$ cat config.mk
export PLATFORM = sky130hd
export DESIGN_NAME = bus_demux_top
export DESIGN_NICKNAME = d
export VERILOG_FILES = /design/src/hw/bus_pkg.sv /design/src/hw/addr_decode.sv /design/src/hw/req_decode_stage.sv /design/src/hw/target_bank_exec.sv /design/src/hw/rsp_result_stage.sv /design/src/hw/bus_demux_top.sv
export VERILOG_INCLUDE_DIRS = /design/src /design/src/hw
export SDC_FILE = /design/constraint.sdc
export NUM_CORES = 2
export LEC_CHECK = 0
export CORE_MARGIN = 5
export CORE_UTILIZATION = 52
export CTS_BUF_LIST = sky130_fd_sc_hd__clkbuf_16
export CTS_CLUSTER_DIAMETER = 30
export CTS_CLUSTER_SIZE = 24
export DETAILED_ROUTE_END_ITERATION = 10
export DONT_BUFFER_PORTS = 1
export PLACE_DENSITY_LB_ADDON = 0.25
export SETUP_SLACK_MARGIN = 0.15
export SLEW_MARGIN = 20
export SYNTH_ARGS = -nofsm -noshare
export SYNTH_HDL_FRONTEND = slang
export SYNTH_SLANG_ARGS = --single-unit
$ cat constraint.sdc
create_clock -name clk_i -period 7.3 [get_ports clk_i]
set_input_delay 1.46 -clock clk_i [delete_from_list [all_inputs] [get_ports clk_i]]
set_output_delay 1.46 -clock clk_i [all_outputs]
set_load 0.05 [all_outputs]
$ cat src/hw/bus_cfg.svh
// Build-time sizes of the bus subsystem, included by the package and by every RTL file
`ifndef BUS_CFG_SVH
`define BUS_CFG_SVH

// Address and data bus widths in bits
`define BUS_ADDR_WIDTH 32
`define BUS_DATA_WIDTH 32

// Number of register banks behind the decoder, one per target index
`define BUS_NUM_TARGETS 4

// Number of range rules in the run-time address map
`define BUS_NUM_RULES 5

// Bank geometry, with the word offset taken from address bits [4:2]
`define BUS_BANK_WORDS 8
`define BUS_OFS_LSB 2
`define BUS_OFS_BITS 3

// Width of the saturating decode-error counter
`define BUS_ERR_CNT_WIDTH 16

`endif

$ cat src/hw/bus_pkg.sv
// Shared types of the bus subsystem, imported by each RTL module and by the testbench
`include "bus_cfg.svh"

package bus_pkg;

  // Plain vectors for the widths that carry a meaning on the bus
  typedef logic [`BUS_ADDR_WIDTH-1:0]          addr_t;
  typedef logic [`BUS_DATA_WIDTH-1:0]          data_t;
  typedef logic [$clog2(`BUS_NUM_TARGETS)-1:0] tgt_idx_t;
  typedef logic [`BUS_OFS_BITS-1:0]            word_ofs_t;
  typedef logic [`BUS_ERR_CNT_WIDTH-1:0]       err_cnt_t;

  // One entry of the address map
  // The range is [start_addr, end_addr), and an end_addr of zero runs to the top
  typedef struct packed {
    tgt_idx_t idx;
    addr_t    start_addr;
    addr_t    end_addr;
  } rule_t;

  // Request as issued by the master, qualified by a separate strobe
  typedef struct packed {
    addr_t addr;
    logic  we;
    data_t wdata;
  } bus_req_t;

  // Request after the decode stage
  // The address is reduced to the target index and the word offset in that bank
  typedef struct packed {
    logic      we;
    data_t     wdata;
    word_ofs_t ofs;
    tgt_idx_t  idx;
    logic      dec_err;
  } dec_req_t;

  // Result handed from the execute stage to the result stage
  typedef struct packed {
    logic  we;
    logic  dec_err;
    data_t rdata;
  } exec_rsp_t;

  // Response returned to the master
  typedef struct packed {
    data_t rdata;
    logic  err;
  } bus_rsp_t;

endpackage

$ cat src/hw/addr_decode.sv
// Combinational address-range decoder that maps an address to a target index via a rule array
`timescale 1ns/10ps

module addr_decode #(
  // Number of rules in the address map
  parameter int unsigned NoRules = 1,
  // Rule struct with the fields idx, start_addr and end_addr
  parameter type         rule_t  = logic,
  // Address type used by the rules and by the decoded address
  parameter type         addr_t  = logic,
  // Target index type
  parameter type         idx_t   = logic
) (
  input  addr_t               addr_i,
  input  rule_t [NoRules-1:0] addr_map_i,
  input  logic                en_default_idx_i,
  input  idx_t                default_idx_i,
  output idx_t                idx_o,
  output logic                dec_valid_o,
  output logic                dec_error_o
);

  always_comb begin
    // With no match the result falls back to the default index when it is enabled
    // Without the default an unmatched address reports an error on index zero
    idx_o       = en_default_idx_i ? default_idx_i : idx_t'(0);
    dec_valid_o = 1'b0;
    dec_error_o = ~en_default_idx_i;

    // Scanning upward lets a later match overwrite an earlier one
    // This gives the rule at the higher array position priority on overlap
    for (int unsigned i = 0; i < NoRules; i++) begin
      // Start is inclusive and end is exclusive
      // An end of zero stands for the top of the address space
      if ((addr_i >= addr_map_i[i].start_addr) &&
          ((addr_i < addr_map_i[i].end_addr) || (addr_map_i[i].end_addr == '0))) begin
        idx_o       = idx_t'(addr_map_i[i].idx);
        dec_valid_o = 1'b1;
        dec_error_o = 1'b0;
      end
    end
  end

endmodule

$ cat src/hw/req_decode_stage.sv
// First pipeline stage that decodes each incoming request and registers it for the execute stage
`timescale 1ns/10ps
`include "bus_cfg.svh"

module req_decode_stage (
  input  logic                                   clk_i,
  input  logic                                   rst_i,
  // Incoming request from the master
  input  logic                                   req_valid_i,
  input  bus_pkg::bus_req_t                      req_i,
  // Run-time address map and default target
  input  bus_pkg::rule_t [`BUS_NUM_RULES-1:0]    addr_map_i,
  input  logic                                   en_default_idx_i,
  input  bus_pkg::tgt_idx_t                      default_idx_i,
  // Decoded request towards the execute stage
  output logic                                   dec_valid_o,
  output bus_pkg::dec_req_t                      dec_req_o
);

  import bus_pkg::*;

  // Combinational decode results for the request in this cycle
  tgt_idx_t  dec_idx;
  logic      dec_error;
  word_ofs_t word_ofs;

  // Registered strobe and payload
  logic      valid_q;
  dec_req_t  req_q;

  // The decoder sees the raw address and the current map
  // Its valid flag is the inverse of the error flag when the default is off, so it stays open
  addr_decode #(
    .NoRules (`BUS_NUM_RULES),
    .rule_t  (rule_t),
    .addr_t  (addr_t),
    .idx_t   (tgt_idx_t)
  ) u_addr_decode (
    .addr_i           (req_i.addr),
    .addr_map_i       (addr_map_i),
    .en_default_idx_i (en_default_idx_i),
    .default_idx_i    (default_idx_i),
    .idx_o            (dec_idx),
    .dec_valid_o      (),
    .dec_error_o      (dec_error)
  );

  // Word offset within the bank, taken above the byte offset
  assign word_ofs = req_i.addr[`BUS_OFS_LSB +: `BUS_OFS_BITS];

  // Only the strobe is cleared by reset
  always_ff @(posedge clk_i) begin
    if (rst_i) begin
      valid_q <= 1'b0;
    end else begin
      valid_q <= req_valid_i;
    end
  end

  // The payload is captured every cycle and is qualified by the strobe
  always_ff @(posedge clk_i) begin
    req_q.we      <= req_i.we;
    req_q.wdata   <= req_i.wdata;
    req_q.ofs     <= word_ofs;
    req_q.idx     <= dec_idx;
    req_q.dec_err <= dec_error;
  end

  assign dec_valid_o = valid_q;
  assign dec_req_o   = req_q;

endmodule

$ cat src/hw/target_bank_exec.sv
// Execute stage that holds the register banks of all targets and performs reads and writes
`timescale 1ns/10ps
`include "bus_cfg.svh"

module target_bank_exec (
  input  logic               clk_i,
  input  logic               rst_i,
  // Decoded request from the decode stage
  input  logic               dec_valid_i,
  input  bus_pkg::dec_req_t  dec_req_i,
  // Executed result towards the result stage
  output logic               exec_valid_o,
  output bus_pkg::exec_rsp_t exec_rsp_o
);

  import bus_pkg::*;

  // Storage of every bank, indexed by target and word offset
  data_t     bank_q [`BUS_NUM_TARGETS][`BUS_BANK_WORDS];

  // An access only touches a bank when it is valid and the address decoded cleanly
  logic      access;
  logic      do_write;
  logic      do_read;

  // Registered strobe and result
  logic      valid_q;
  exec_rsp_t rsp_q;

  assign access   = dec_valid_i & ~dec_req_i.dec_err;
  assign do_write = access & dec_req_i.we;
  assign do_read  = access & ~dec_req_i.we;

  // Bank contents start out as zero
  // A write lands on the edge that closes this stage, so a read one cycle later sees it
  always_ff @(posedge clk_i) begin
    if (rst_i) begin
      for (int t = 0; t < `BUS_NUM_TARGETS; t++) begin
        for (int w = 0; w < `BUS_BANK_WORDS; w++) begin
          bank_q[t][w] <= '0;
        end
      end
    end else if (do_write) begin
      bank_q[dec_req_i.idx][dec_req_i.ofs] <= dec_req_i.wdata;
    end
  end

  // Strobe of the result, cleared on reset
  always_ff @(posedge clk_i) begin
    if (rst_i) begin
      valid_q <= 1'b0;
    end else begin
      valid_q <= dec_valid_i;
    end
  end

  // Read data is registered together with the flags that travel alongside it
  // Anything other than a clean read returns zero data
  always_ff @(posedge clk_i) begin
    rsp_q.we      <= dec_req_i.we;
    rsp_q.dec_err <= dec_req_i.dec_err;
    if (do_read) begin
      rsp_q.rdata <= bank_q[dec_req_i.idx][dec_req_i.ofs];
    end else begin
      rsp_q.rdata <= '0;
    end
  end

  assign exec_valid_o = valid_q;
  assign exec_rsp_o   = rsp_q;

endmodule

$ cat src/hw/rsp_result_stage.sv
// Result stage that forms the registered bus response and counts decode errors
`timescale 1ns/10ps

module rsp_result_stage (
  input  logic               clk_i,
  input  logic               rst_i,
  // Executed result from the execute stage
  input  logic               exec_valid_i,
  input  bus_pkg::exec_rsp_t exec_rsp_i,
  // Response to the master
  output logic               rsp_valid_o,
  output bus_pkg::bus_rsp_t  rsp_o,
  // Number of decode errors seen since reset
  output bus_pkg::err_cnt_t  err_count_o
);

  import bus_pkg::*;

  // Response formed from the executed result
  bus_rsp_t rsp_d;

  // Registered strobe, response and counter
  logic     valid_q;
  bus_rsp_t rsp_q;
  err_cnt_t err_cnt_q;

  // Read data goes back only for reads that decoded cleanly
  always_comb begin
    rsp_d.err   = exec_rsp_i.dec_err;
    rsp_d.rdata = (!exec_rsp_i.we && !exec_rsp_i.dec_err) ? exec_rsp_i.rdata : '0;
  end

  // The counter sticks at all ones rather than wrapping around
  always_ff @(posedge clk_i) begin
    if (rst_i) begin
      valid_q   <= 1'b0;
      err_cnt_q <= '0;
    end else begin
      valid_q <= exec_valid_i;
      if (exec_valid_i && exec_rsp_i.dec_err && (err_cnt_q != '1)) begin
        err_cnt_q <= err_cnt_q + err_cnt_t'(1);
      end
    end
  end

  // The last response is held between strobes
  always_ff @(posedge clk_i) begin
    if (exec_valid_i) begin
      rsp_q <= rsp_d;
    end
  end

  assign rsp_valid_o = valid_q;
  assign rsp_o       = rsp_q;
  assign err_count_o = err_cnt_q;

endmodule

$ cat src/hw/bus_demux_top.sv
// Top level of the bus subsystem that chains the decode, execute and result stages
`timescale 1ns/10ps
`include "bus_cfg.svh"

module bus_demux_top (
  input  logic                                clk_i,
  input  logic                                rst_i,
  // Request from the master, one per cycle at most
  input  logic                                req_valid_i,
  input  bus_pkg::bus_req_t                   req_i,
  // Run-time address map and default target
  input  bus_pkg::rule_t [`BUS_NUM_RULES-1:0] addr_map_i,
  input  logic                                en_default_idx_i,
  input  bus_pkg::tgt_idx_t                   default_idx_i,
  // Response three cycles after its request
  output logic                                rsp_valid_o,
  output bus_pkg::bus_rsp_t                   rsp_o,
  output bus_pkg::err_cnt_t                   err_count_o
);

  import bus_pkg::*;

  // Strobe and payload between decode and execute
  logic      dec_valid;
  dec_req_t  dec_req;

  // Strobe and payload between execute and result
  logic      exec_valid;
  exec_rsp_t exec_rsp;

  // Stage one registers the request with its target index and word offset
  req_decode_stage u_req_decode_stage (
    .clk_i            (clk_i),
    .rst_i            (rst_i),
    .req_valid_i      (req_valid_i),
    .req_i            (req_i),
    .addr_map_i       (addr_map_i),
    .en_default_idx_i (en_default_idx_i),
    .default_idx_i    (default_idx_i),
    .dec_valid_o      (dec_valid),
    .dec_req_o        (dec_req)
  );

  // Stage two accesses the selected bank
  target_bank_exec u_target_bank_exec (
    .clk_i        (clk_i),
    .rst_i        (rst_i),
    .dec_valid_i  (dec_valid),
    .dec_req_i    (dec_req),
    .exec_valid_o (exec_valid),
    .exec_rsp_o   (exec_rsp)
  );

  // Stage three forms the response and counts decode errors
  rsp_result_stage u_rsp_result_stage (
    .clk_i        (clk_i),
    .rst_i        (rst_i),
    .exec_valid_i (exec_valid),
    .exec_rsp_i   (exec_rsp),
    .rsp_valid_o  (rsp_valid_o),
    .rsp_o        (rsp_o),
    .err_count_o  (err_count_o)
  );

endmodule

==> flow_summary_export.csv <==
group,metric,value,unit
power,leakage,26.77,nW
drt,avgRoutedWirePerCell,31.47,um
clocking,h-tree-depth,4,
floorplan,die-area,0.1187,mm^2
place,place_ws,2518,ps
synth,synth_top_area_share,54.53,%
clocking,cts_setup_buffers,0,
cells_and_area,layout-drive-gt1-share,18.11,%
timing,min_period,4202,ps
clocking,clkSlewWorstSetupHoldPaths,40,ps
place,hpwl,117700,um
setup_path,setup.worst_path.class,"reg -> reg",
clocking,insertion_delay,790,ps
outcome,status,"completed",
setup_path,regToRegStartpoint,"u_req_decode_stage.dec_req_o[1]$_DFF_P_",
setup_path,timing.rr.end,"u_target_bank_exec.bank_q[1][204]$_SDFFCE_PN0P_",
setup_path,worstPathRequired,7690,ps
synth,synth_top_flop_cell,"edfxtp_1",
timing,finalWorstSetupSlack,3098,ps
timing,setup_viol,0,
setup_path,start_kind,"flip-flop",
synth,synth-edff-count,1057,
setup_path,reg2regPathDepth,5,
power,vdd.ir_drop.worst,0.2164,mV
floorplan,start_util,52.46,%
min_path,min_to,"u_target_bank_exec.exec_rsp_o[32]$_DFF_P_",
synth,ys_seq_elements,1149,
global_routing,grt_max_degree,124,
setup_path,cp-end-kind,"flip-flop",
clocking,cts_resized,0,
drt,ant_nets,0,
place,port_buffers,0,
floorplan,fp.dieW,344.6,um
timing,relSlewSlack,26.90,%
min_path,whs_path_depth,0,
setup_path,cp_max_fo,34,
min_path,hold_path.class,"reg -> reg",
floorplan,die_h,344.6,um
synth,synth.avg_cell_area,13.77,um^2
cells_and_area,synthToLayoutAreaGrowth,14.46,%
floorplan,core_area,0.1110,mm^2
run,cap_violations,0,
synth,synthArstFlopShare,0,%
synth,synth_top_area_cell,"edfxtp_1",
synth,syn_inst,4227,
timing,tightestPinTransition,1097,ps
power,cellPowerDensity,292.0,mW/mm^2
drt,initialDrtViolationCount,4645,
clocking,cts.sinks,1149,
clocking,clockRootBuffer,"clkbuf_16",
synth,yosys-top-cells-area,"edfxtp_1 (55%), mux4_2 (12%), and2_1 (11%), ha_1 (6.8%), dfxtp_1 (3.2%)",
synth,syn_area,0.05821,mm^2
cells_and_area,nets,4924,
clocking,ctsHoldBuffers,0,
synth,ys_types,70,
setup_path,worstPathCellList,"nand2b_1 > nor2_4 > buf_4 > or2_2 > buf_4",
setup_path,critical-path-max-stage-delay,910,ps
drt,routed_wl,185100,um
floorplan,pin_count,451,
setup_path,crit_arrival,4600,ps
setup_path,r2r_slack,3100,ps
timing,fin_crit_sh,57.56,%
synth,ys.warnings.count,0,
drt,route.detailed.drc,0,
global_routing,gr-total-overflow,0,
drt,viasPerCell,6.142,
global_routing,grt_antenna_before_repair,30,
cells_and_area,mostFrequentLayoutCells,"and2_1 (1057), edfxtp_1 (1057), inv_1 (341), ha_1 (316), mux4_2 (312)",
timing,finalSetupTns,0,ps
timing,timing.final.hold_violations,0,
place,gp_congestion,0.9501,
drt,dr.pass1.iters,6,
setup_path,cpMaxStageDelayCell,"nor2_4",
clocking,clock_path_buffers,3,
global_routing,grt_pass1_wl,259700,um
timing,final-max-slew-violation-count,0,
timing,clock.fmax,238.0,MHz
setup_path,path_common_cell,"buf_4",
clocking,cts_tree,"done",
synth,yosysSeqAreaShare,57.69,%
floorplan,rows,122,
drt,via_count,36130,
min_path,hp-start,"u_req_decode_stage.dec_req_o[0]$_SDFF_PP0_",
cells_and_area,num-fill-cells,8389,
timing,fin_skew,40.27,ps
global_routing,grt.total_usage,31.03,%
global_routing,first_global_vias,35690,
synth,syn-num-nets,4944,
timing,rsz0062_at_grt,"false",
clocking,cts_buffers,200,
[routing by layer]
metal | routed length [um] | track usage [%]
met5 | 22 | 0
met4 | 9510 | 15.26
met3 | 21490 | 9.339
met2 | 85310 | 48.26
met1 | 68770 | 40.09
[power by group]
part	internal (W)	switching, W
clock network	0.00601	0.00334
registers	0.00737	0.000194
logic	0.00108	0.00145
total	0.0145	0.00499
[synthesized netlist by cell type (7+ instances only)]
master / n
a211oi_1: 18
a21o_1: 43
a21oi_1: 95
and2_1: 1057
and4_1: 7
buf_2: 36
clkbuf_1: 245
dfxtp_1: 92
edfxtp_1: 1057
ha_1: 316
inv_1: 320
mux2i_1: 45
mux4_2: 312
nand2_1: 76
nand2b_1: 15
nand3_1: 23
nand4_1: 55
nor2_1: 128
nor2b_1: 7
nor3_1: 16
nor4_1: 49
o211ai_1: 12
o21a_1: 9
o21ai_0: 54
o22ai_1: 10
or2_2: 39
or3_1: 7
[sequential cells by signal, indices dropped and copies added, names as in the netlist]
name and cells:
u_rsp_result_stage.rsp_valid_o 1, u_target_bank_exec.bank_q 1024, u_target_bank_exec.exec_valid_o 1, u_req_decode_stage.dec_req_o 39, u_req_decode_stage.dec_valid_o 1, u_rsp_result_stage.err_count_o 16
u_target_bank_exec.exec_rsp_o 34, u_rsp_result_stage.rsp_o 33
[cell families after synthesis]
group                    after synthesis  share of synthesized area, %
AO/OA/AOI/OAI                        296                         3.368
AND/OR/NAND/NOR                     1492                         15.14
XOR/XNOR                              11                        0.1655
multiplexers                         357                         12.84
adder cells (fa/ha/maj)              316                         6.792
flip-flops                          1149                         57.69
buffers and inverters                606                         3.998
[how the worst max path moves through the flow]
| stage | cells after the start | startpoint | end |
|---|---|---|---|
| after detailed placement | 4 | rst_i | u_target_bank_exec.bank_q[1][62]$_SDFFCE_PN0P_ |
| after floorplan | 10 | req_i[33] | u_req_decode_stage.dec_req_o[1]$_DFF_P_ |
| after global placement | 4 | rst_i | u_target_bank_exec.bank_q[1][34]$_SDFFCE_PN0P_ |
| after CTS | 5 | u_req_decode_stage.dec_req_o[1]$_DFF_P_ | u_target_bank_exec.bank_q[1][204]$_SDFFCE_PN0P_ |
| final | 5 | u_req_decode_stage.dec_req_o[1]$_DFF_P_ | u_target_bank_exec.bank_q[1][204]$_SDFFCE_PN0P_ |
| after global routing | 5 | u_req_decode_stage.dec_req_o[1]$_DFF_P_ | u_target_bank_exec.bank_q[1][204]$_SDFFCE_PN0P_ |
[area by class of cell]
cell class	count	area [um^2]	area share [%]
multi-input cells	2472	22560	33.86
diodes	21	52.55	0.07887
clock inverters	166	1768	2.653
inverters	320	1201	1.803
repair buffers	64	518.0	0.7774
well taps	1488	1862	2.794
clock buffers	202	5055	7.587
flip-flops and latches	1149	33610	50.45
[metrics by stage]
stage          hold WS [ps]  cell area [um^2]  power, W  util [%]  cells
3_3_place_gp          389.7             59730   0.01017     53.83   5493
5_1_grt               377.4             66610   0.02002     60.02   5875
6_report              382.1             66630   0.01945     60.04   5882
3_5_place_dp          385.6             59750   0.01021     53.84   5493
2_1_floorplan         322.6             58210  0.009315         -   4227
4_1_cts               375.5             66570   0.01951     59.99   5861
[critical path, delay by kind of cell (launching register included)]
kind | cells | cell delay (ps)
flip-flops | 1 | 790
AND/OR/NAND/NOR | 3 | 2050
buffers and inverters | 2 | 870
Note: power is estimated with default switching activity, not from simulation.
